$ cat src/memPkg.sv
// Frame memory definitions
// Request bundle seen by the arbiter and the RAM, plus the host fill command
package memPkg;

    // 12 bits covers a 64 x 64 block frame
    localparam int memAddrWidth = 12;

    typedef logic [3:0] idxT;           // Palette index

    //------------------------------------------------------------------
    // One memory access, read or write
    //------------------------------------------------------------------
    typedef struct packed {
        logic                    req;
        logic                    we;    // 1 write, 0 read
        logic [memAddrWidth-1:0] addr;
        idxT                     wdata;
    } memReqT;

    // Host command, fills count words from startAddr with one index
    typedef struct packed {
        logic [memAddrWidth-1:0] startAddr;
        logic [memAddrWidth-1:0] count;
        idxT                     index;
    } fillCmdT;

endpackage

$ cat src/memArbiter.sv
// Frame memory arbiter
// Fixed priority, display fetch first so scan-out never stalls.
// The fill engine only moves on when fillGrant is high
`timescale 1ns/1ps

module memArbiter (
    input  memPkg::memReqT displayReq,
    input  memPkg::memReqT fillReq,
    output memPkg::memReqT memReq,
    output logic           fillGrant
);

    //------------------------------------------------------------------
    // Grant, purely combinational
    //------------------------------------------------------------------
    // Fill wins only when the display is idle (blanking)
    assign fillGrant = fillReq.req && !displayReq.req;

    // Port mux
    always_comb
    begin
        if (displayReq.req)
            memReq = displayReq;        // Scan-out read
        else
            memReq = fillReq;           // Fill write, or idle when req low
    end

endmodule

$ cat config.mk
export PLATFORM = sky130hd
export DESIGN_NAME = memArbiter
export DESIGN_NICKNAME = d
export VERILOG_FILES = /design/src/memPkg.sv /design/src/memArbiter.sv
export SDC_FILE = /design/constraint.sdc
export NUM_CORES = 1
export LEC_CHECK = 0
export BUFFER_PORTS_ARGS = -buffer_cell sky130_fd_sc_hd__buf_4
export CORE_AREA = 2 2 39 41
export DETAILED_ROUTE_END_ITERATION = 7
export DIE_AREA = 0 0 41 43
export PLACE_DENSITY = 0.65
export SKIP_LAST_GASP = 1
export SYNTH_ARGS = -nofsm -noshare
export SYNTH_HDL_FRONTEND = slang
export SYNTH_SLANG_ARGS = --single-unit
$ cat constraint.sdc
create_clock -name vclk -period 1.4
set_input_delay 0.35 -clock vclk [all_inputs]
set_output_delay 0.35 -clock vclk [all_outputs]
set_load 0.01 [all_outputs]
### Word level (Yosys, flattened, before mapping)

Cells that the tools add are included.
W data, S select, Z words.

* $lt $le $gt $ge: 0
* multipliers: 0
* divide/modulo/power cells: 0
* bitwise operators: 0
* shift operators: 0
* reduce and logical (&&, ||, !) cells: 2
* muxes and demuxes: 1
* $add $sub $neg: 0
* equal/unequal tests: 0

Operator list (count)
* $mux W18: 1
* $logic_and A1 B1 Y1: 1
* $logic_not A1 Y1: 1

* bits in registers: 0
* memories: 0
* output and inout port bits: 19
* memory bits (writable): 0
* word-level logic and storage cells: 3
* bits in latches: 0
* ROM bits: 0

### Logic depth before layout (Yosys ltp)

* depth in word-level cells: 2
* gate-level depth with buffers: 3

### Worst setup path after synthesis

Ideal clock, no wire load.

* kind: input port to output port
* from: input displayReq[17] (netlist bit)
* to: output memReq[10] (netlist bit)
* buffers on the path: 2
* path slack: 0.134 ns
* stages: 3
* arrival time: 0.916 ns
* data required time: 1.050 ns
* path through: buf_6 -> buf_12 -> mux2_4

RTL lines
* from (decl): RTL line memArbiter.sv:7 `input memPkg::memReqT displayReq,`
* to (decl): RTL line memArbiter.sv:9 `output memPkg::memReqT memReq,`

==> flow_metrics.py <==
metrics = {
    "run_status": {
        "run_status": "completed",
    },
    "synthesis": {
        "synthDominantAreaCellType": "sky130_fd_sc_hd__mux2_4",
        "ys_top_cells_by_area": "sky130_fd_sc_hd__mux2_4 (45%), sky130_fd_sc_hd__mux2_2 (38%), sky130_fd_sc_hd__buf_12 (7.5%)",
        "yosys.area.top_type_share_pct": 44.9,
        "syn-mean-instance-area_um2": 12.8,
        "synth.yosys.warnings": 0,
        "post_synth_instance_area_um2": 268,
        "ys_types": 6,
        "synthesis.instances": 21,
        "nets_in_the_synthesized_netlist": 57,
        "synth-seq-area-share_pct": 0,
    },
    "grt": {
        "wire_length_of_the_first_global_routing_pass_um": 1230,
        "globalRoute.totalOverflow": 0,
        "globalRouteTotalUtil_pct": 9.39,
        "pin_count_of_the_biggest_net_entering_global_routing": 20,
        "grt_antenna_before_repair": 0,
        "vias_in_the_first_global_route": 348,
    },
    "layout": {
        "drive_gt1_share_pct": 98.6,
        "fillcell_total": 139,
        "final_design_area_no_fill_um2": 677,
        "final_net_count": 112,
        "n_antenna_cell": 0,
        "n_sequential_cell": 0,
        "mostFrequentLayoutCell": "sky130_fd_sc_hd__buf_4",
        "regArea_um2": 0,
        "clock_buffer_count": 0,
        "flow.area_growth_from_synthesis_pct": 153,
        "highest_count_cells_in_the_layout_ignoring_fill_and_taps": "sky130_fd_sc_hd__buf_4 (54), sky130_fd_sc_hd__mux2_2 (9), sky130_fd_sc_hd__mux2_4 (8)",
        "multiInputGateArea_um2": 236,
    },
    "critical_path": {
        "critical-path-max-stage-delay_ns": 0.35,
        "worst_path_max_delay_cell": "sky130_fd_sc_hd__mux2_2",
        "timing.critical_path.arrival_ns": 1.01,
        "path_max_fanout": 19,
        "wp_data_required_ns": 1.05,
        "worst-setup-path-type": "in -> out",
        "critical_path.endpoint_type": "output port",
        "timing.critical_path.cells": "buf_8 -> mux2_2 -> buf_4",
        "crit_path_start_kind": "input port",
    },
    "power": {
        "static_leak_uw": 0.000375,
        "power_uw": 228,
        "power_density_nw_per_um2": 337,
        "peakVddDrop_mv": 0.171,
    },
    "floorplan": {
        "floorplan.rows": 14,
        "core_um2": 1380,
        "initial_utilization_pct": 19.3,
        "floorplan.die_area_um2": 1760,
        "dieHeight_um": 43,
        "design.portCount": 55,
        "die_width_um": 41,
    },
    "clock_tree": {
        "post-cts-setup-buffers": 0,
        "post_cts_resize_count": 1,
        "cts_hold_repair.buffers": 0,
    },
    "routing": {
        "detail_route.wirelength_um": 884,
        "route.vias.total": 386,
        "initial_drc_count": 3,
        "average_wire_per_standard_cell_um": 9.82,
        "vias_per_instance": 4.29,
        "drtPass1Iterations": 2,
        "drc": 0,
        "ant_nets": 0,
    },
    "timing": {
        "grt_setup_unrepaired": "false",
        "timing.final.crit_share_pct": 97.1,
        "setup_total_negative_slack_ns": 0,
        "setup_ws_ns": 0.0403,
        "timing_worst_slew_pin_value_ns": 0.157,
        "final_setup_violations": 0,
        "slew_limit_headroom_pct": 89.5,
        "holdWs_ns": 0.971,
        "clock.fmax_mhz": 735,
        "final-hold-violation-count": 0,
        "finalWorstPathRequiredPeriod_ns": 1.36,
        "drv_slew": 0,
    },
    "placed_design": {
        "dpl.hpwl_um": 802,
        "placed_area_um2": 669,
        "place.gp.congestion": 0.655,
        "place_ws_ns": -0.0686,
        "numPortBuffers": 55,
    },
    "job": {
        "max-cap-violations": 0,
    },
    "hold_path": {
        "min-delay-path-class": "in -> out",
    },
}
metrics by stage:
stage / cells / util (%)
5_1_grt: 90 / 48.9
4_1_cts: 90 / 48.6
3_5_place_dp: 90 / 48.4
2_1_floorplan: 21 / -
6_report: 90 / 48.9
3_3_place_gp: 90 / 48.4
worst paths after layout:
path,slack [ns],cells past startpoint,startpoint,to
min,0.97,3,fillReq[17],memReq[17]
max,0.04,3,displayReq[17],memReq[4]
kinds of logic after synthesis:
family	after synthesis	share of synthesized area, %
mux	17	82.7
simple gates	2	5.61
buf+inv	2	11.7
layer usage:
layer / up-vias / part of all wire [%] / track usage [%]
met3: 0 / 16 / 0.524
met2: 37 / 52 / 19.7
li1: 186 / - / -
met4: 0 / 0 / 0
met5: - / 0 / 0
met1: 163 / 32 / 9.49
worst max-delay path: cells and delay by family:
kind | cells | cell delay [ns]
buffers and inverters | 2 | 0.31
multiplexers | 1 | 0.35
power breakdown:
part | internal, uW | switching, uW | total, uW
combinational | 160 | 68.2 | 228
clock | 0 | 0 | 0
sequential | 0 | 0 | 0
cells in the mapped netlist:
library cell / count
sky130_fd_sc_hd__mux2_2: 9
sky130_fd_sc_hd__mux2_4: 8
sky130_fd_sc_hd__and2b_2: 1
sky130_fd_sc_hd__buf_12: 1
sky130_fd_sc_hd__buf_6: 1
sky130_fd_sc_hd__or2_1: 1
final cells by class:
cell class	instances	area share [%]
Tap cell	16	2.96
Timing Repair Buffer	55	62.1
Multi-Input combinational cell	19	34.9
Note: power is estimated with default switching activity, not from simulation.
