===== src/videoPkg.sv =====
// Video side definitions for the display path
// Sync levels, 24-bit colour, the fixed palette and the TMDS control words
package videoPkg;

    // Sync levels as one bundle, all active high
    typedef struct packed {
        logic hsync;
        logic vsync;
        logic vde;                      // Active video
    } syncT;

    typedef struct packed {
        logic [7:0] red;
        logic [7:0] green;
        logic [7:0] blue;
    } rgbT;

    //------------------------------------------------------------------
    // Fixed 16 colour palette, index 0 black and index 15 white
    //------------------------------------------------------------------
    localparam rgbT palette [0:15] = '{
        24'h000000, 24'h1d2b53, 24'h7e2553, 24'h008751,
        24'hab5236, 24'h5f574f, 24'hc2c3c7, 24'hff004d,
        24'hffa300, 24'hffec27, 24'h00e436, 24'h29adff,
        24'h83769c, 24'hff77a8, 24'hffccaa, 24'hffffff
    };

    // DVI control tokens, index is {c1, c0}
    localparam logic [9:0] ctrlToken [0:3] = '{
        10'b1101010100,                 // 00
        10'b0010101011,                 // 01
        10'b0101010100,                 // 10
        10'b1010101011                  // 11
    };

endpackage


===== src/videoTiming.sv =====
// Display timing generator
// Free running line and frame counters, registered sync levels and a
// frame start pulse on the first pixel of line 0
`timescale 1ns/1ps

module videoTiming #(
    parameter int hDisplay = 640,
    parameter int hFront   = 16,
    parameter int hSync    = 96,
    parameter int hBack    = 48,
    parameter int vDisplay = 480,
    parameter int vFront   = 10,
    parameter int vSync    = 2,
    parameter int vBack    = 33
)(
    input  logic           pixelClk,
    input  logic           rstN,
    output videoPkg::syncT sync,
    output logic [11:0]    hPos,
    output logic [11:0]    vPos,
    output logic           frameStart
);

    localparam int hTotal     = hDisplay + hFront + hSync + hBack;
    localparam int vTotal     = vDisplay + vFront + vSync + vBack;
    localparam int hSyncStart = hDisplay + hFront;     // Pulse after front porch
    localparam int vSyncStart = vDisplay + vFront;

    logic [11:0] hNext;
    logic [11:0] vNext;

    //------------------------------------------------------------------
    // Next position, wraps at line end and at frame end
    //------------------------------------------------------------------
    always_comb
    begin
        hNext = hPos + 12'd1;
        vNext = vPos;
        if (hPos == 12'(hTotal - 1))
        begin
            hNext = '0;
            if (vPos == 12'(vTotal - 1))
                vNext = '0;
            else
                vNext = vPos + 12'd1;   // Next line
        end
    end

    // Sync decoded from the next position so it lines up with hPos/vPos
    always_ff @(posedge pixelClk or negedge rstN)
    begin
        if (!rstN)
        begin
            hPos       <= '0;
            vPos       <= '0;
            sync       <= '0;
            frameStart <= 1'b0;
        end
        else
        begin
            hPos       <= hNext;
            vPos       <= vNext;
            sync.hsync <= (hNext >= 12'(hSyncStart)) && (hNext < 12'(hSyncStart + hSync));
            sync.vsync <= (vNext >= 12'(vSyncStart)) && (vNext < 12'(vSyncStart + vSync));
            sync.vde   <= (hNext < 12'(hDisplay)) && (vNext < 12'(vDisplay));
            frameStart <= (hNext == '0) && (vNext == '0);      // One cycle
        end
    end

endmodule


===== config.mk =====
export PLATFORM = sky130hd
export DESIGN_NAME = videoTiming
export DESIGN_NICKNAME = d
export VERILOG_FILES = /design/src/videoPkg.sv /design/src/videoTiming.sv
export SDC_FILE = /design/constraint.sdc
export NUM_CORES = 1
export LEC_CHECK = 0
export CAP_MARGIN = 5
export CORE_UTILIZATION = 30
export CTS_CLUSTER_SIZE = 14
export DETAILED_ROUTE_END_ITERATION = 16
export DONT_BUFFER_PORTS = 1
export PLACE_DENSITY_LB_ADDON = 0.15
export SLEW_MARGIN = 40
export SYNTH_ARGS = -nofsm -noshare
export SYNTH_HDL_FRONTEND = slang
export SYNTH_SLANG_ARGS = --single-unit

===== constraint.sdc =====
create_clock -name pixelClk -period 2 [get_ports pixelClk]
set_input_delay 0.2 -clock pixelClk [delete_from_list [all_inputs] [get_ports pixelClk]]
set_output_delay 0.2 -clock pixelClk [all_outputs]
set_load 0.05 [all_outputs]

### Word-level counts from Yosys, hierarchy flattened

Index checks and enable logic that the tools add are counted.

* register bits after elaboration: 28
* bits in latches: 0
* output and inout bits: 28
* bits of input ports: 2
* word-level logic and storage cells: 25
* memories kept: 0
* bits in read-only memories: 0
* bits in writable memories: 0

* multiply operators: 0
* add/sub/neg operators: 2
* shifts and indexed selects: 0
* muxes and demuxes: 3
* divide/modulo/power cells: 0
* bitwise operators: 0
* reductions and logical operators: 6
* equal/unequal tests: 2
* magnitude comparators: 6

Operator list (count)
* 12-bit 2-to-1 mux: 3
* 12-bit by 1-bit adder with 12-bit output (second input constant): 2
* 12-bit by 10-bit equality test with 1-bit output (second input constant): 2
* 12-bit logical NOT: 2
* 12-bit by 10-bit < comparator with 1-bit output (second input constant): 2
* 12-bit by 9-bit < comparator with 1-bit output (second input constant): 2
* 12-bit by 10-bit greater-or-equal comparator with 1-bit output (second input constant): 1
* 12-bit by 9-bit greater-or-equal comparator with 1-bit output (second input constant): 1
* 1-bit logical AND: 4

### Longest topological paths before layout

* word-level depth: 5
* depth in mapped cells: 9
* gate-level depth less buffers: 8

### Worst setup path after synthesis

No wires, ideal clock.

* path type: register to register
* start: register hPos[0]
* end: register sync[1] (netlist name)
* clock period less this slack: 2.510 ns
* required time: 1.880 ns
* path buffers: 1
* library setup time: 0.120 ns
* cell stages (with the launch flop): 9
* arrival: 2.389 ns
* slack: -0.510 ns
* cells stage by stage: dfrtp_1 ha_1 nand4_4 or4_4 buf_2 nor3b_1 a21o_1 nor3_1 and4_1

* word-level cells in the longest chain between the ends: 4
* elaborated cells between the ends (all ways): 5
* classes of those cells: order compare (2); eq/ne (1); mux (1); reduce/logical (1)

RTL lines
* start, declared: line videoTiming.sv:19 `output logic [11:0] hPos,`
* start signal, assigned: line videoTiming.sv:61 `hPos <= hNext;`
* 12-bit by 10-bit equality test with 1-bit output *: line videoTiming.sv:39 `if (hPos == 12'(hTotal - 1))`
* 12-bit 2-to-1 mux *: line videoTiming.sv:39
* via vNext[9]: line videoTiming.sv:30 `logic [11:0] vNext;`
* 12-bit by 9-bit greater-or-equal comparator with 1-bit output / 12-bit by 9-bit < comparator with 1-bit output (equally long branches): line videoTiming.sv:64 `sync.vsync <= (vNext >= 12'(vSyncStart)) && (vNext < 12'(vSyncStart + vSync));`
* 1-bit logical AND *: line videoTiming.sv:64
* end, declared: line videoTiming.sv:18 `output videoPkg::syncT sync,`

Mark *: on every way through the listed nets, which the timed path passes. The rest lies on a longest branch.

### Worst setup path in the final report

* start: register hPos[11]
* end: register sync[1] (netlist name)

The elaborated chain is that of the path after synthesis.

==> run_results.csv <==
group,metric,value,unit
run_status,status,"finished, violations left",
run_status,violations,"design-rule violations, negative setup slack",
synth,yosys_warnings,0,
critical_path,path_class,"reg2reg",
timing,slew_headroom,0.681,
power,vdd_drop_max,0.000226,V
clocking,clockBufferDepth,2,
worst_hold_path,min_path_type,"in2async",
finish,antenna_cells,0,
synth,synthesis.area,0.00170,mm2
timing,final-setup-viol-count,3,
floorplan,initial_core_util,0.311,
drt,met1_length,2140,um
power,power.density,343,mW/mm2
floorplan,fp-row-count,27,
global_route,grt_first_pass_wirelength,8350,um
clocking,path_clk_slew,0.10,ns
power,pwr-share-seq,0.619,
finish,fillers,543,
floorplan,coreArea,0.00547,mm2
timing,fin_skew,0.00756,ns
synth,synth_edf_count,0,
power,power.internal,0.714,mW
drt,first_iter_violations,93,
critical_path,cp_slowest_cell,"or4_4",
place,place.gp.congestion,0.816,
critical_path,end_kind,"register",
place,dp_slack,-0.291,ns
power,switchingPower,0.199,mW
global_route,grt_pass1_vias,1710,
timing,layout_setup_ws,-0.157,ns
critical_path,path_max_fanout,5,
clocking,tritoncts,"done",
timing,max_freq,464,MHz
drt,dr_total_vias,1662,
drt,top_layer,"met4",
clocking,clkSinkCount,28,
drt,route.detailed.drc,2,
clocking,root_buffer,"clkbuf_8",
global_route,antenna_found_initial,0,
floorplan,die_area,0.00598,mm2
synth,syn-num-nets,178,
drt,wirelength,5130,um
critical_path,cp-start-kind,"register",
timing,period_needed,2.16,ns
synth,synth_seq_cells,28,
clocking,h-tree-depth,1,
timing,period_share,1.08,
critical_path,critical_path_arrival,2.37,ns
timing,hold_violations,0,
drt,viasPerCell,5.10,
finish,area_growth,56.6,%
power,leakagePower,1.30,nW
clocking,numCtsBuffers,3,
synth,netlist_instances,173,
place,place.port_buffers,0,
critical_path,slowest_delay,0.59,ns
power,p_comb_frac,0.019,
timing,rsz0062_at_grt,"yes",
drt,first_pass_iters,10,
clocking,insertion_delay,0.28,ns
floorplan,fp.dieH,77.3,um
timing,tightestPinTransition,0.479,ns
synth,synthArstFlopShare,1.00,
job,drv_cap,0,
drt,route.met3.wl,178,um
critical_path,cp.required,2.22,ns
floorplan,io_pins,30,
power,clkPwrFrac,0.362,
synth,syn_avg_cell_area,9.84,um2
place,dp_hpwl,3820,um
power,total_power,0.913,mW
finish,final_cell_mix,"79 x buf_4, 15 x dfrtp_1, 13 x dfrtp_2, 11 x xnor2_1, 10 x nand2_1",
power,swShare,0.218,
floorplan,die_w,77.3,um
drt,met2WireLength,2790,um
synth,yosysUniqueCellTypes,47,
drt,ant_nets,0,
global_route,grt_remaining_overflow,0,
drt,wl_per_cell,15.7,um
critical_path,path_cells,"or2_4, or4_4, nor3_4, xor2_1, and4_4, and4_1",
synth,ys.flop_type,"dfrtp_1",
finish,mostFrequentLayoutCell,"buf_4",
global_route,grt_max_degree,29,
synth,synth-seq-area-share,0.412,
timing,final_max_slew_viol_count,0,
global_route,grt_usage,0.176,
finish,drive_above_1_share,0.539,
finish,nets,260,
-- critical path: cells and delay by family (launching register included) --
kind	cells	cell delay, ns
AND/OR/NAND/NOR	5	1.46
flip-flops	1	0.41
XOR/XNOR	1	0.22
-- stage by stage --
step	setup TNS (ns)	hold slack, ns	area (um2)	utilization	std cells
after detailed placement	-0.723	-0.0946	2290	0.418	303
after global routing	-0.793	0.363	2670	0.487	326
final	-0.373	0.356	2670	0.487	326
after CTS	-0.350	0.359	2510	0.459	321
after global placement	-0.520	-0.0946	2290	0.418	303
after floorplan	-1.02	-0.0956	1760	-	173
-- routing by layer --
metal / up-vias / global-route usage
li1: 788 / -
met4: 0 / 0.0453
met5: - / 0
met2: 33 / 0.319
met1: 837 / 0.217
met3: 4 / 0.0250
-- path summary, 6_finish.rpt --
path / from / end / cells after the start / slack, ns
setup / recovery: hPos[11] / sync[1] / 6 / -0.16
min in group pixelClk: hPos[1] / hPos[1] / 1 / 0.54
max in group asynchronous: rstN / hPos[8] / 2 / 1.46
hold / removal: rstN / vPos[3] / 2 / 0.36
hold reg to reg: hPos[1] / hPos[1] / 1 / 0.54
setup reg to reg: hPos[11] / sync[1] / 6 / -0.16
-- cell type report --
cell class,count,area (um2),share of cell area
clock buffer,4,45.0,0.0169
sequential,28,717,0.269
inverter,8,30.0,0.0113
timing repair buffer,87,691,0.259
multi-input combinational,127,1090,0.410
tap,72,90.1,0.0338
-- synth_stat cells, types with 5 or more instances --
master | n | area share
o21ai_0 | 5 | 0.015
nor2_1 | 11 | 0.024
xnor2_1 | 12 | 0.062
dfrtp_1 | 28 | 0.41
nand3_1 | 11 | 0.032
o31ai_1 | 5 | 0.022
xor2_1 | 7 | 0.036
nand2_1 | 11 | 0.024
inv_1 | 8 | 0.018
and3_1 | 6 | 0.022
nor3_1 | 7 | 0.021
and4_1 | 5 | 0.026
-- state kept, by name (all words and copies together) (netlist names) --
register / flops
vPos: 12
sync: 3
frameStart: 1
hPos: 12
-- power groups by stage --
| stage | registers, mW | logic (mW) | clock network [mW] |
|---|---|---|---|
| global route | 0.566 | 0.0205 | 0.361 |
| CTS | 0.566 | 0.0185 | 0.337 |
| global placement | 0.577 | 0.000000749 | 0 |
| finish | 0.566 | 0.0173 | 0.330 |
| floorplan | 0.577 | 0.000000442 | 0 |
| detailed placement | 0.577 | 0.000000749 | 0 |
-- logic make-up after synthesis --
group | Yosys count | share of synthesized area
xor+xnor | 19 | 0.0978
compound gates | 25 | 0.106
flops | 28 | 0.412
fa+ha+maj | 3 | 0.0221
mux | 1 | 0.00588
buf+inv | 18 | 0.0478
simple gates | 79 | 0.309
-- timing repair --
action,in CTS,in global routing
hold buffers,2,0
buffers inserted,12,8
pin swaps,12,13
gates resized for setup,14,24
hold endpoints to repair,28,0
setup endpoints to repair,5,9
No activity file was read; power rests on OpenSTA's default activity.
