`config.mk`:
```
export PLATFORM = sky130hd
export DESIGN_NAME = tmdsEncoder
export DESIGN_NICKNAME = d
export VERILOG_FILES = /design/src/videoPkg.sv /design/src/tmdsEncoder.sv
export SDC_FILE = /design/constraint.sdc
export NUM_CORES = 1
export LEC_CHECK = 0
export BUFFER_PORTS_ARGS = -buffer_cell sky130_fd_sc_hd__buf_4
export CORE_MARGIN = 2
export CORE_UTILIZATION = 64
export DETAILED_ROUTE_END_ITERATION = 7
export HOLD_SLACK_MARGIN = 0.02
export PLACE_DENSITY = 0.83
export RECOVER_POWER = 100
export SYNTH_ARGS = -nofsm -noshare
export SYNTH_HDL_FRONTEND = slang
export SYNTH_SLANG_ARGS = --single-unit
```
`constraint.sdc`:
```
create_clock -name pixelClk -period 5.4 [get_ports pixelClk]
set_input_delay 0.54 -clock pixelClk [delete_from_list [all_inputs] [get_ports pixelClk]]
set_output_delay 0.54 -clock pixelClk [all_outputs]
set_load 0.005 [all_outputs]
```
`src/videoPkg.sv`:
```
// Video side definitions for the display path
// Sync levels, 24-bit colour, the fixed palette and the TMDS control words
package videoPkg;

    // Sync levels as one bundle, all active high
    typedef struct packed {
        logic hsync;
        logic vsync;
        logic vde;                      // Active video
    } syncT;

    typedef struct packed {
        logic [7:0] red;
        logic [7:0] green;
        logic [7:0] blue;
    } rgbT;

    //------------------------------------------------------------------
    // Fixed 16 colour palette, index 0 black and index 15 white
    //------------------------------------------------------------------
    localparam rgbT palette [0:15] = '{
        24'h000000, 24'h1d2b53, 24'h7e2553, 24'h008751,
        24'hab5236, 24'h5f574f, 24'hc2c3c7, 24'hff004d,
        24'hffa300, 24'hffec27, 24'h00e436, 24'h29adff,
        24'h83769c, 24'hff77a8, 24'hffccaa, 24'hffffff
    };

    // DVI control tokens, index is {c1, c0}
    localparam logic [9:0] ctrlToken [0:3] = '{
        10'b1101010100,                 // 00
        10'b0010101011,                 // 01
        10'b0101010100,                 // 10
        10'b1010101011                  // 11
    };

endpackage

```
`src/tmdsEncoder.sv`:
```
// One TMDS channel encoder after DVI 1.0
// Transition minimising, DC balance through a running disparity count,
// control tokens while de is low. One registered cycle
`timescale 1ns/1ps

module tmdsEncoder (
    input  logic       pixelClk,
    input  logic       rstN,
    input  logic [7:0] data,
    input  logic [1:0] ctrl,
    input  logic       de,
    output logic [9:0] tmds
);

    logic [3:0]        dataOnes;
    logic              useXnor;
    logic [8:0]        qm;              // Transition minimised word
    logic [3:0]        qmOnes;
    logic signed [5:0] qmBal;           // Ones minus zeros in qm[7:0]
    logic signed [5:0] dispCnt;         // Running disparity

    //------------------------------------------------------------------
    // Stage 1 of the algorithm, XOR or XNOR chain
    //------------------------------------------------------------------
    always_comb
    begin
        dataOnes = '0;
        for (int i = 0; i < 8; i++)
            dataOnes = dataOnes + 4'(data[i]);
        useXnor = (dataOnes > 4'd4) || ((dataOnes == 4'd4) && !data[0]);
        qm[0] = data[0];
        for (int i = 1; i < 8; i++)
        begin
            if (useXnor)
                qm[i] = ~(qm[i-1] ^ data[i]);
            else
                qm[i] = qm[i-1] ^ data[i];
        end
        qm[8] = !useXnor;               // 1 marks XOR
        qmOnes = '0;
        for (int i = 0; i < 8; i++)
            qmOnes = qmOnes + 4'(qm[i]);
        qmBal = $signed({1'b0, qmOnes, 1'b0}) - 6'sd8;     // 2*ones - 8
    end

    //------------------------------------------------------------------
    // Stage 2, conditional inversion and disparity update
    //------------------------------------------------------------------
    always_ff @(posedge pixelClk or negedge rstN)
    begin
        if (!rstN)
        begin
            tmds    <= videoPkg::ctrlToken[0];
            dispCnt <= '0;
        end
        else if (!de)
        begin
            tmds    <= videoPkg::ctrlToken[ctrl];          // Blanking
            dispCnt <= '0;
        end
        else if ((dispCnt == 0) || (qmBal == 0))
        begin
            tmds    <= {~qm[8], qm[8], qm[8] ? qm[7:0] : ~qm[7:0]};
            dispCnt <= qm[8] ? dispCnt + qmBal : dispCnt - qmBal;
        end
        else if (((dispCnt > 0) && (qmBal > 0)) || ((dispCnt < 0) && (qmBal < 0)))
        begin
            tmds    <= {1'b1, qm[8], ~qm[7:0]};            // Invert to pull back
            dispCnt <= dispCnt + (qm[8] ? 6'sd2 : 6'sd0) - qmBal;
        end
        else
        begin
            tmds    <= {1'b0, qm[8], qm[7:0]};
            dispCnt <= dispCnt - (qm[8] ? 6'sd0 : 6'sd2) + qmBal;
        end
    end

endmodule

```
==> results of run 1 <==
[kinds of logic after synthesis]
logic type,after synthesis,share of synthesized area
adders and majority gates,42,0.3166
buffers and inverters,41,0.07820
DFF,15,0.1939
and+or+nand+nor,28,0.07375
muxes,6,0.03179
xor gates and xnor gates,36,0.1716
AOI/OAI and AO/OA,39,0.1341
[synthesized netlist by cell type]
library cell  number
mux2_2             2
clkbuf_1           3
a21o_1            11
or3_2              1
dfstp_2            5
fa_1              13
o22ai_1            2
nor4_2             1
ha_1              29
nor3b_1            1
nor2_1             3
a21oi_2            1
and3_1             2
nor3_1             3
and2_1             1
xnor2_2            1
nand2_1           10
nand3_1            2
o21a_1             5
o211a_1            2
mux2i_1            4
o211ai_1           1
inv_1             38
xnor3_2            1
o311a_1            1
a21oi_1            6
dfrtp_1           10
or3_1              1
o21ai_0            5
o21ai_1            1
nor2b_1            2
nand2b_1           1
xor2_1            11
xnor2_1           23
a31oi_1            4
[stage by stage]
step / cell area, µm² / setup WS (ns) / hold WS [ns]
floorplan: 2120 / -1.839 / 0.2444
global placement: 2635 / -1.867 / 0.4002
detailed placement: 2635 / -2.121 / 0.4036
==> impl_results.md, run 1 <==
* Outcome: stopped before the end
* Last flow stage reached: 4_1_cts
* Err: [ERROR DPL-0033] detailed placement checks failed during check placement.
* Inst Count DP at 303
* H-tree depth at 1
* Share of the synthesized area in the top cell type at 0.1844
* Mapped Nets at 262
* Port-buffer cells at 22
* Setup Buffers After CTS at 9
* Sink Count at 15
* Rows at 20
* Post-synth cell types at 35
* Die Span Y at 59.46 µm
* Cts bufs inserted at 3
* Synthesized cell area at 1968 µm²
* Hold Buf Count CTS at 0
* Seq cells post-synth at 15
* Clk root buf: clkbuf_4
* Yosys top cell by area: ha_1
* HPWL after DPL at 4596 µm
* YS warnings at 0
* Initial core utilization at 0.6609
* Syn avg cell area at 9.508 µm²
* Clock Tree Buf Depth at 2
* Io pins at 23
* Post-CTS sizing at 37
* Sequential area share after synthesis at 0.1939
* Cells after Synth at 207
* Largest cells by area after synthesis: ha_1, fa_1, dfrtp_1
* Placer congestion estimate at 0.8661
* Die Width at 59.46 µm
==> run 2: changes to the inputs <==
CORE_UTILIZATION = 40   (was 64)
HOLD_SLACK_MARGIN = not set   (was 0.02)
PLACE_DENSITY = not set   (was 0.83)
PLACE_DENSITY_LB_ADDON = 0.15   (was not set)
==> run 2 against run 1 <==
  * The flow now finishes, with violations (negative setup slack)
  * Area after synthesis did not move
  * Synthesized cell count did not move
==> impl_results.md, run 2 <==
* Outcome: complete, but fails checks (was stopped before the end)
* Failing checks: negative setup slack
* Yosys top cell by area: ha_1 (unchanged)
* WL/cell at 12.48 µm
* Vias in the first global route at 1617
* Final Slew Violations at 0
* Initial antenna violation count at 0
* Fraction of registers with async set/reset at 1.000 (unchanged)
* Largest cells by area after synthesis: ha_1, fa_1, dfrtp_1 (unchanged)
* Layout cell share with drive strength beyond 1 at 0.4964
* Antenna viol nets, final at 0
* Setup crit start kind: primary input
* EDFF count, synth at 0 (unchanged)
* Detailed Routing Iterations Pass 1 at 4
* Max-Slew Margin vs Limit at 0.4775
* Pin count of the biggest net entering global routing at 19
* Most frequent cells in the layout: buf_4, inv_1, ha_1
* Sink Count at 15 (unchanged)
* Worst slew pin tran at 0.7773 ns
* Most frequent cells after synthesis: inv_1, ha_1, xnor2_1 (unchanged)
* Post-synth cell types at 35 (unchanged)
* Most frequent cell after synthesis: inv_1 (unchanged)
* Die Width at 74.15 µm (was 59.46 µm)
* Share of the synthesized area in the top cell type at 0.1844 (unchanged)
* Clock Tree Buf Depth at 2 (unchanged)
* Post-DP Area at 2685 µm² (was 2635 µm²)
* Total Nets Final at 336
* RSZ-0062 raised after global routing: true
* Syn avg cell area at 9.508 µm² (unchanged)
* First-pass GRT wire length at 7286 µm
* Worst R2R Start: dispCnt[1]
* Area Growth Syn to Fin at 52.26%
* Synthesized cell area at 1968 µm² (unchanged)
* Placer congestion estimate at 0.7758 (was 0.8661)
* Grt total ovfl at 0
* YS warnings at 0 (unchanged)
* Total Die Area at 5497 µm²
* Initial core utilization at 0.4167 (was 0.6609)
* Rows at 25 (was 20)
* F_max at 143.6 MHz
* CTS tree: yes
* # fillers at 387
* Minimum clock period at 6.963 ns
* Initial DRC count at 59
* WP data arrival at 7.09 ns
* HPWL after DPL at 3533 µm (was 4596 µm)
* Max reg flops at 10
* Port-buffer cells at 22 (unchanged)
* Final instance area at 2997 µm²
* Req. time, crit path at 5.53 ns
* Io pins at 23 (unchanged)
* Top reg by flops: tmds
* Crit path from: data[0]
* Total core area at 4723 µm²
* Seq cells post-synth at 15 (unchanged)
* Dpl ws at -2.090 ns (was -2.121 ns)
* H-tree depth at 1 (unchanged)
* Cells after Synth at 207 (unchanged)
* Worst setup EP type: flop
* Commonest non-fill, non-tap cell in the layout: buf_4
* Hold Buf Count CTS at 0 (unchanged)
* Via density at 4.573
* Mapped Nets at 262 (unchanged)
* Sequential area share after synthesis at 0.1939 (unchanged)
* Cts bufs inserted at 3 (unchanged)
* Clock transition at path regs at 0.06 ns
* Hold Path Class: primary input to asynchronous set/reset pin
* Post-Layout Cell Count at 347
* Clk root buf: clkbuf_8 (was clkbuf_4)
* Top flop regs: tmds (10), dispCnt (5)
* Post-route setup slack at -1.563 ns
* ANT cells at 0
* Setup violators final at 14
* Setup CP Type: primary input to flop
* Final Hold Fails at 0
* Clock skew at 0.001314 ns
* Die Span Y at 74.15 µm (was 59.46 µm)
* Later-pin clock latency in the skew report at 0.24 ns
* Crit-path max FO at 4
* Via count at 1587
* Dominant synthesized flop cell: dfrtp_1 (unchanged)
* Residual DRC at 0
* GRT Util Overall at 0.1717
* Inst Count DP at 338 (was 303)
* Max-cap viol count at 0
* Routed wire length at 4332 µm
* Final Cycle Share at 1.289
* Final setup TNS at -19.47 ns
run 2: final timing paths:
| kind | slack [ns] | end | depth (start not counted) |
|---|---|---|---|
| min in group pixelClk | 0.47 | tmds[8] | 2 |
| worst min register to register | 0.80 | dispCnt[5] | 3 |
| worst max register to register | 3.00 | dispCnt[5] | 9 |
| max in group asynchronous | 4.57 | tmds[5] | 1 |
| worst max-delay path | -1.56 | dispCnt[4] | 28 |
| worst min-delay path | 0.35 | tmds[7] | 1 |
run 2: routing by layer:
metal | GRT usage | routed length (µm) | vias to the layer above
met1 | 0.2426 | 2219 | 739
met2 | 0.2867 | 2010 | 17
li1 | - | - | 825
met5 | 0 | 0 | -
met3 | 0.008130 | 55 | 6
met4 | 0.04848 | 46 | 0
run 2: worst max-delay path: stages:
cell and delay, ns:
buf_12 0.09, inv_12 0.03, fa_1 0.55, fa_1 0.43, fa_1 0.51, inv_2 0.05
ha_4 0.16, fa_2 0.52, nor3b_2 0.05, o22ai_2 0.24, xor2_1 0.20, fa_1 0.45
inv_2 0.07, fa_1 0.42, fa_1 0.50, ha_2 0.18, inv_2 0.04, fa_2 0.36
xor2_2 0.19, inv_2 0.09, ha_4 0.28, inv_2 0.04, ha_4 0.25, inv_2 0.04
ha_4 0.28, xor2_2 0.16, nor2_1 0.06, o311a_1 0.32
run 2: area by class of cell:
type | count | area [µm²] | share of cell area
clock buffers | 4 | 45.04 | 0.01503
inverters | 38 | 157.7 | 0.05261
multi-input cells | 151 | 1760 | 0.5875
flip-flops and latches | 15 | 381.6 | 0.1273
well taps | 67 | 83.83 | 0.02797
repair buffers | 72 | 568.0 | 0.1896
run 2: stage by stage:
| step | hold slack (ns) | util |
|---|---|---|
| finish | 0.3493 | 0.6344 |
| global placement | 0.3974 | 0.5685 |
| CTS | 0.1384 | 0.6127 |
| global route | 0.4234 | 0.6344 |
| floorplan | 0.2444 | - |
| detailed placement | 0.4002 | 0.5685 |
run 2: timing repair:
action | in CTS | in global routing
buffers inserted | 5 | 0
pin swaps | 18 | 14
setup endpoints to repair | 14 | 14
gates resized for setup | 23 | 21
hold endpoints to repair | 0 | 0
run 2: cells by family after synthesis:
family,share of synthesized area
fa+ha+maj,0.3166
buf+inv,0.07820
compound gates,0.1341
xor+xnor,0.1716
simple gates,0.07375
flops,0.1939
mux,0.03179
Power of run 2 is left out: the tool's default activity adds up to more than one toggle a clock period on the data nets, which glitch-free logic cannot reach.
