==> src/videoPkg.sv <==
// Video side definitions for the display path
// Sync levels, 24-bit colour, the fixed palette and the TMDS control words
package videoPkg;

    // Sync levels as one bundle, all active high
    typedef struct packed {
        logic hsync;
        logic vsync;
        logic vde;                      // Active video
    } syncT;

    typedef struct packed {
        logic [7:0] red;
        logic [7:0] green;
        logic [7:0] blue;
    } rgbT;

    //------------------------------------------------------------------
    // Fixed 16 colour palette, index 0 black and index 15 white
    //------------------------------------------------------------------
    localparam rgbT palette [0:15] = '{
        24'h000000, 24'h1d2b53, 24'h7e2553, 24'h008751,
        24'hab5236, 24'h5f574f, 24'hc2c3c7, 24'hff004d,
        24'hffa300, 24'hffec27, 24'h00e436, 24'h29adff,
        24'h83769c, 24'hff77a8, 24'hffccaa, 24'hffffff
    };

    // DVI control tokens, index is {c1, c0}
    localparam logic [9:0] ctrlToken [0:3] = '{
        10'b1101010100,                 // 00
        10'b0010101011,                 // 01
        10'b0101010100,                 // 10
        10'b1010101011                  // 11
    };

endpackage

==> src/memPkg.sv <==
// Frame memory definitions
// Request bundle seen by the arbiter and the RAM, plus the host fill command
package memPkg;

    // 12 bits covers a 64 x 64 block frame
    localparam int memAddrWidth = 12;

    typedef logic [3:0] idxT;           // Palette index

    //------------------------------------------------------------------
    // One memory access, read or write
    //------------------------------------------------------------------
    typedef struct packed {
        logic                    req;
        logic                    we;    // 1 write, 0 read
        logic [memAddrWidth-1:0] addr;
        idxT                     wdata;
    } memReqT;

    // Host command, fills count words from startAddr with one index
    typedef struct packed {
        logic [memAddrWidth-1:0] startAddr;
        logic [memAddrWidth-1:0] count;
        idxT                     index;
    } fillCmdT;

endpackage

==> src/pixelFetch.sv <==
// Display fetch, screen position to block address, palette lookup.
// Two cycle pipeline, memory read then palette register, sync delayed
// to match
`timescale 1ns/1ps

module pixelFetch #(
    parameter int hDisplay   = 640,
    parameter int scaleShift = 4
)(
    input  logic           pixelClk,
    input  logic           rstN,
    input  videoPkg::syncT syncIn,
    input  logic [11:0]    hPos,
    input  logic [11:0]    vPos,
    output memPkg::memReqT displayReq,
    input  memPkg::idxT    rdata,
    output videoPkg::rgbT  pixel,
    output videoPkg::syncT sync
);

    localparam int blockWidth = hDisplay >> scaleShift;    // Blocks per row

    logic [11:0]    blockRow;
    logic [11:0]    blockCol;
    logic [11:0]    rowBase;
    videoPkg::syncT syncD1;             // Aligned with rdata

    //------------------------------------------------------------------
    // Address, row * width + column
    //------------------------------------------------------------------
    assign blockRow = vPos >> scaleShift;
    assign blockCol = hPos >> scaleShift;
    assign rowBase  = 12'(blockRow * blockWidth);

    // Read only during active video
    always_comb
    begin
        displayReq.req   = syncIn.vde;
        displayReq.we    = 1'b0;
        displayReq.addr  = rowBase + blockCol;
        displayReq.wdata = '0;
    end

    //------------------------------------------------------------------
    // Sync delay, two stages
    //------------------------------------------------------------------
    always_ff @(posedge pixelClk or negedge rstN)
    begin
        if (!rstN)
        begin
            syncD1 <= '0;
            sync   <= '0;
        end
        else
        begin
            syncD1 <= syncIn;
            sync   <= syncD1;
        end
    end

    // Palette register, black in blanking
    always_ff @(posedge pixelClk)
    begin
        if (syncD1.vde)
            pixel <= videoPkg::palette[rdata];
        else
            pixel <= '0;
    end

endmodule

==> config.mk <==
export PLATFORM = sky130hd
export DESIGN_NAME = pixelFetch
export DESIGN_NICKNAME = d
export VERILOG_FILES = /design/src/videoPkg.sv /design/src/memPkg.sv /design/src/pixelFetch.sv
export SDC_FILE = /design/constraint.sdc
export NUM_CORES = 1
export LEC_CHECK = 0
export BUFFER_PORTS_ARGS = -buffer_cell sky130_fd_sc_hd__buf_2
export CORE_MARGIN = 5
export CORE_UTILIZATION = 43
export CTS_BUF_LIST = sky130_fd_sc_hd__clkbuf_16
export CTS_CLUSTER_DIAMETER = 120
export CTS_CLUSTER_SIZE = 24
export DETAILED_ROUTE_END_ITERATION = 7
export GPL_ROUTABILITY_DRIVEN = 0
export PLACE_DENSITY_LB_ADDON = 0.2
export SLEW_MARGIN = 20
export SYNTH_ARGS = -nofsm -noshare
export SYNTH_HDL_FRONTEND = slang
export SYNTH_SLANG_ARGS = --single-unit
==> constraint.sdc <==
create_clock -name pixelClk -period 2.3 [get_ports pixelClk]
set_input_delay 0.23 -clock pixelClk [delete_from_list [all_inputs] [get_ports pixelClk]]
set_output_delay 0.23 -clock pixelClk [all_outputs]
set_load 0.01 [all_outputs]
Word level (Yosys, flattened, before mapping)

Memories as Yosys holds them, arrays and structs flattened. A register that Yosys moved wholly into a read port is not among the register bits.
Index checks and enable logic that the tools add are counted.

$add $sub $neg: 1
Reductions and logical operators: 1
Multiply operators: 1
Bitwise operators: 1

Operators by type and width:

| kind                                             | number |
|---|---|
| adder 12 x 8 -> 12 bit                           | 1 |
| multiplier 8 x 3 -> 9 bit, second input constant | 1 |
| NOT 4 -> 5 bit                                   | 1 |
| logical NOT 1 bit                                | 1 |

Input port bits: 33
ROM bits: 384
Memories kept: 1
Register bits after elaboration: 6

Memories:

| memory           | words | bits a word | read ports | clocked after memory_dff | write ports | RTL line         | RTL |
|---|---|---|---|---|---|---|---|
| (name not given) | 16    | 24          | 1          | 1                        | 0           | pixelFetch.sv:65 | `pixel <= videoPkg::palette[rdata];` |

Depth between registers and ports, before layout

Gate-level depths: netlist of the first run.

Depth after elaboration: 2
Gate-level depth with buffers: 9
Depth with buffers taken out: 9

Worst setup path before layout of the first run

Ideal clock, no wire load.

Path kind: input port to output port
From: input vPos[5]
To: output displayReq[15] in the netlist's numbering
Path buffers: 0
Stages: 9
Setup slack: -261 ps
Arrival time: 2,331 ps
Cell sequence: ha_1 -> ha_1 -> fa_1 -> ha_1 -> o21ai_0 -> nor2_1 -> o21ai_2 -> nand3b_1 -> xnor3_1

RTL lines:

| what            | RTL line         | RTL |
|---|---|---|
| start, declared | pixelFetch.sv:14 | `input logic [11:0] vPos,` |
| end, declared   | pixelFetch.sv:15 | `output memPkg::memReqT displayReq,` |

==> impl_metrics.yaml, run 1 <==
clock_network:
  cts-root-to-sink-buffers: 2
  cts_tree: "done"
  clk_latency_ns: 0.27
  root_buffer: "clkbuf_16"
  clk_pin_slew_ns: 0.05
  htreeDepth: 2
  cts_buffers: 5
  cts.sinks: 29
route:
  wl_met1_microns: 1750
  drc_errors: 0
  top_layer: "met4"
  drtIter0Drc: 146
  wl_per_cell_microns: 12.7
  wl_met2_microns: 1800
  viasPerCell: 4.93
  drt.antenna.violating_nets: 0
  vias: 1510
  met3WireLength_microns: 286
  first_pass_iters: 4
  drt-total-wl_microns: 3900
floorplan:
  initial_core_util: 0.440
  io_pins: 78
  rows: 23
  die_x_microns: 74.0
  die_h_microns: 74.0
  dieArea_sq_um: 5480
  placeableCoreArea_sq_um: 4000
grt:
  grt_usage: 0.148
  grt_pass1_vias: 1465
  antenna_found_initial: 0
  grt_pass1_wl_microns: 6350
  overflow: 0
  grt_max_degree: 29
cells_and_area:
  final_nets: 313
  multi_input_area_sq_um: 1100
  layout_common_cells: "buf_2 (56), dfxtp_1 (23), nand2_1 (20)"
  area_growth_pct: 33.2
  fill_cells: 365
  drive_above_1_share: 0.355
  layout.cells.non_filler: 306
  diodes: 0
  final_common_cell: "buf_2"
  seq_area_sq_um: 611
sta:
  fin_crit_sh: 1.07
  layout_setup_ws_ns: -0.172
  max_slew_margin: 0.588
  hold_slack_ns: 0.0646
  hold_violations: 0
  tightest_slew_ns: 0.618
  period_needed_ns: 2.47
  fmax_mhz: 405
  slew_violations: 0
  setup_violations: 4
  fin_worst_skew_ns: 0.00391
  rsz0062_at_grt: "true"
setup_path:
  startpoint_type: "primary input"
  crit_chain: "buf_8, ha_4, ha_4, fa_1, ha_4, o21ai_2, nor2_2, o21ai_2, nand3b_1, xnor3_1, buf_2"
  worst_ep_arrival_time_ns: 2.24
  cp_max_fo: 3
  cpMaxStageDelayCell: "fa_1"
  crit_family: "adder cells"
  path_common_cell: "ha_4"
  path_class: "in2out"
  cp_slowest_stage_delay_ns: 0.47
  worst-path-buf-inv: 2
  cp-end-kind: "primary output"
  crit_required_ns: 2.07
logic_synthesis:
  synthSimpleGateAreaFrac: 0.123
  yosysUniqueCellTypes: 41
  synth.area.top_cells: "dfxtp_1 (26%), ha_1 (16%), dfrtp_1 (8.5%)"
  synthXorXnorAreaFrac: 0.0625
  synth_mux_area_frac: 0.00568
  ys_ff_latch: 29
  post_synth_fa_ha_maj_area_fraction: 0.186
  ys_seq_area_frac: 0.347
  syn_inst: 190
  postSynthAreaPerCell_sq_um: 9.27
  syn-cell-area_sq_um: 1760
  yosysTopAreaCell: "dfxtp_1"
  yosys_warnings: 0
  yosysTopAreaCellShare: 0.261
  synth_compound_area_frac: 0.202
  synth_top_family_by_area: "compound AO/OA/AOI/OAI gates"
worst_hold_path:
  hold_class: "in2reg"
power:
  leakage_nw: 1.16
  swShare: 0.290
  power_switching_w: 0.000484
  power_frac_comb: 0.307
  internal_power_w: 0.00119
  pwr-share-seq: 0.331
  p_clk_frac: 0.362
  power_density_nw_per_um2: 713
  vdd_drop_max_uv: 329
status:
  violations: "negative setup slack"
  status: "finished with violations"
place:
  hpwl_microns: 2960
  dpl.cell_count: 296
  portBuffers: 58
run:
  max_cap_violations: 0
layout make-up:
type,count,share of cell area
clock buffers,5,0.0533
clock inverters,3,0.00747
inverters,5,0.00800
multi-input cells,142,0.468
flip-flops and latches,29,0.260
well taps,50,0.0267
repair buffers,72,0.177
sequential cells by signal, summed over array words and instances (netlist names):
register and flops:
syncD1 3, pixel 23, sync 3
worst register-to-register path, cell delays in order (launching register included):
cell and delay [ns]:
dfrtp_1 0.73, o31ai_1 0.17, a21oi_1 0.15
timing repair:
action,CTS,global route
setup endpoints to repair,4,5
hold buffers,1,0
setup buffers,1,0
gates resized for setup,8,0
pin swaps,7,0
endpoints found under the hold margin,6,0
gates cloned,0,0
synthesized netlist by cell type (all sizes together):
master and count:
dfxtp 23, ha 23, nand2 20, o21ai 16, buf 14, a21oi 12, nor2 8, a21boi 7
dfrtp 6, xnor2 6, and2 5, a21o 4, clkbuf 4, inv 4, nor2b 4, xor2 4
nand3 3, o311a 3, a211oi 2, a31oi 2, fa 2, nand2b 2, nand3b 2, o22ai 2
o31ai 2, a221oi 1, clkinv 1, conb 1, mux2i 1, nor3 1, nor3b 1, o211ai 1
o21a 1, o21bai 1, xnor3 1
metrics by stage:
step / TNS, ns / power (W) / area (sq um) / setup WS, ns / util
3_3_place_gp: -0.884 / 0.00105 / 2150 / -0.276 / 0.538
3_5_place_dp: -0.988 / 0.00106 / 2150 / -0.326 / 0.538
6_report: -0.554 / 0.00167 / 2350 / -0.172 / 0.586
2_1_floorplan: -0.0428 / 0.000882 / 1820 / -0.0428 / -
4_1_cts: -0.562 / 0.00169 / 2350 / -0.180 / 0.586
5_1_grt: -0.858 / 0.00177 / 2350 / -0.265 / 0.586
cell families after synthesis:
kind of cell,count (synthesis)
muxes,1
buffers and inverters,23
AOI/OAI and AO/OA,54
adders and majority gates,25
DFF,29
and+or+nand+nor,46
other,1
xor gates and xnor gates,11
metal layers:
| layer | GRT usage | up-vias |
|---|---|---|
| li1 | - | 779 |
| met1 | 0.187 | 680 |
| met2 | 0.243 | 42 |
| met3 | 0.0446 | 9 |
| met4 | 0.0463 | 0 |
| met5 | 0 | - |
power groups by stage:
stage	clock (W)	combinational (W)	sequential [W]
final	0.000606	0.000513	0.000553
after global routing	0.000642	0.000568	0.000557
after CTS	0.000622	0.000518	0.000553
after detailed placement	0	0.000495	0.000562
after global placement	0	0.000491	0.000562
after floorplan	0	0.000304	0.000578
final timing paths:
path	startpoint	to	slack (ns)	depth (start not counted)
setup reg to reg	syncD1[0]$_DFF_PN0_	pixel[10]$_SDFF_PN0_	1.17	2
min in group asynchronous	rstN	sync[2]$_DFF_PN0_	0.30	2
hold / removal	syncIn[2]	syncD1[2]$_DFF_PN0_	0.06	1
max in group asynchronous	rstN	sync[0]$_DFF_PN0_	1.86	2
hold reg to reg	syncD1[1]$_DFF_PN0_	sync[1]$_DFF_PN0_	0.35	0
setup / recovery	vPos[7]	displayReq[15]	-0.17	11
Power figures use the tool's default switching activity.
==> inputs of run 2 (changes only) <==
--- a/config.mk
+++ b/config.mk
@@ -12,8 +12,8 @@
 export CTS_CLUSTER_DIAMETER = 120
 export CTS_CLUSTER_SIZE = 24
 export DETAILED_ROUTE_END_ITERATION = 7
-export GPL_ROUTABILITY_DRIVEN = 0
 export PLACE_DENSITY_LB_ADDON = 0.2
+export RECOVER_POWER = 25
 export SLEW_MARGIN = 20
 export SYNTH_ARGS = -nofsm -noshare
 export SYNTH_HDL_FRONTEND = slang
==> impl_metrics.yaml, run 2 (synthesis results as in run 1) <==
status:
  status: "finished with violations"
  violations: "negative setup slack"
grt:
  met1_usage: 0.187
  gr-usage-met2: 0.243
  top_usage_layer: "met2"
  grtUsageMet3: 0.0446
  antenna_found_initial: 0
  overflow: 0
  grt_pass1_wl_microns: 6350
  grt_usage: 0.148
  grt_max_degree: 29
  grt_pass1_vias: 1465
sta:
  hold_violations: 0
  layout_setup_ws_ns: -0.172
  rsz0062_at_grt: "true"
  setup_violations: 4
  fmax_mhz: 405
  tightest_slew_ns: 0.618
  fin_crit_sh: 1.07
  max_slew_margin: 0.588
  slew_violations: 0
  fin_worst_skew_ns: 0.00391
  period_needed_ns: 2.47
power:
  leakage_nw: 1.15
  power_switching_w: 0.000485
  internal_power_w: 0.00119
  swShare: 0.290
  p_clk_frac: 0.362
  power_frac_comb: 0.306
  power_density_nw_per_um2: 714
  vdd_drop_max_uv: 329
  pwr-share-seq: 0.331
worst_hold_path:
  hold_class: "in2reg"
setup_path:
  crit_chain: "buf_8, ha_4, ha_4, fa_1, ha_4, o21ai_2, nor2_2, o21ai_2, nand3b_1, xnor3_1, buf_2"
  path_common_cell: "ha_4"
  cp-end-kind: "primary output"
  path_class: "in2out"
  worst-path-buf-inv: 2
  worst_ep_arrival_time_ns: 2.24
  cp_max_fo: 3
  startpoint_type: "primary input"
  crit_required_ns: 2.07
  cp_slowest_stage_delay_ns: 0.47
  cpMaxStageDelayCell: "fa_1"
  crit_family: "adder cells"
place:
  gp_congestion: 0.785
  portBuffers: 58
  hpwl_microns: 2960
  dpl.cell_count: 296
  place_area_sq_um: 2150
clock_network:
  cts_tree: "done"
  root_buffer: "clkbuf_16"
  cts_buffers: 5
  htreeDepth: 2
  clk_latency_ns: 0.27
  cts-root-to-sink-buffers: 2
  cts.sinks: 29
  clk_pin_slew_ns: 0.05
cells_and_area:
  final_common_cell: "buf_2"
  diodes: 0
  largest-register: "pixel"
  largestRegisters: "pixel: 23 flops, syncD1: 3 flops, sync: 3 flops"
  area_growth_pct: 32.9
  layout.cells.non_filler: 306
  final_cell_area_sq_um: 2340
  largest_reg_flops: 23
  layout_common_cells: "buf_2 (52), dfxtp_1 (23), nand2_1 (20)"
  fill_cells: 366
  drive_above_1_share: 0.340
  final_nets: 313
floorplan:
  io_pins: 78
  placeableCoreArea_sq_um: 4000
  initial_core_util: 0.440
  rows: 23
  dieArea_sq_um: 5480
  die_h_microns: 74.0
  die_x_microns: 74.0
route:
  drtIter0Drc: 146
  vias: 1508
  first_pass_iters: 4
  drc_errors: 0
  drt.antenna.violating_nets: 0
  wl_per_cell_microns: 12.8
  drt-total-wl_microns: 3910
  viasPerCell: 4.93
run:
  max_cap_violations: 0
[run 2: stage by stage]
step           setup WS, ns  TNS, ns  hold WS, ns  utilization  total power (W)
2_1_floorplan       -0.0428  -0.0428      -0.0656            -         0.000882
3_5_place_dp         -0.326   -0.988       0.0531        0.538          0.00106
3_3_place_gp         -0.276   -0.884       0.0543        0.538          0.00105
5_1_grt              -0.265   -0.858       0.0630        0.585          0.00177
4_1_cts              -0.180   -0.562       0.0598        0.586          0.00169
6_report             -0.172   -0.554       0.0646        0.585          0.00167
[run 2: power groups by stage]
stage          clock network [W]  registers (W)  logic, W
6_report                0.000606       0.000553  0.000512
4_1_cts                 0.000622       0.000553  0.000518
2_1_floorplan                  0       0.000578  0.000304
3_3_place_gp                   0       0.000562  0.000491
5_1_grt                 0.000642       0.000557  0.000567
3_5_place_dp                   0       0.000562  0.000495
[run 2: layout make-up]
type / instances / area [sq um] / share of cell area
Multi-Input combinational cell: 142 / 1100 / 0.469
Sequential cell: 29 / 611 / 0.261
Timing Repair Buffer: 72 / 409 / 0.175
Clock buffer: 5 / 125 / 0.0534
Tap cell: 50 / 62.6 / 0.0267
Inverter: 5 / 18.8 / 0.00802
Clock inverter: 3 / 17.5 / 0.00748
[run 2: worst register-to-register path, delay by kind of cell (launching register included)]
family | cells | cell delay, ns
compound gates | 2 | 0.32
flops | 1 | 0.73
[run 2: per-layer routing]
metal  up-vias  wire length, microns
met3         9                   293
met5         -                     0
li1        779                     -
met4         0                    65
met1       678                  1750
met2        42                  1800
[run 2: final timing paths]
path / slack (ns) / to / depth (start not counted) / from
min in group asynchronous: 0.35 / sync[2]$_DFF_PN0_ / 2 / rstN
min: 0.06 / syncD1[2]$_DFF_PN0_ / 1 / syncIn[2]
min reg2reg: 0.35 / sync[1]$_DFF_PN0_ / 0 / syncD1[1]$_DFF_PN0_
max reg2reg: 1.17 / pixel[10]$_SDFF_PN0_ / 2 / syncD1[0]$_DFF_PN0_
max in group asynchronous: 1.72 / sync[0]$_DFF_PN0_ / 2 / rstN
max: -0.17 / displayReq[15] / 11 / vPos[7]
[run 2: repair_timing]
action,CTS,global route
hold buffers,1,0
buffers inserted,1,0
gates resized for setup,8,0
endpoints found under the hold margin,6,0
setup endpoints to repair,4,5
pin swaps,7,0
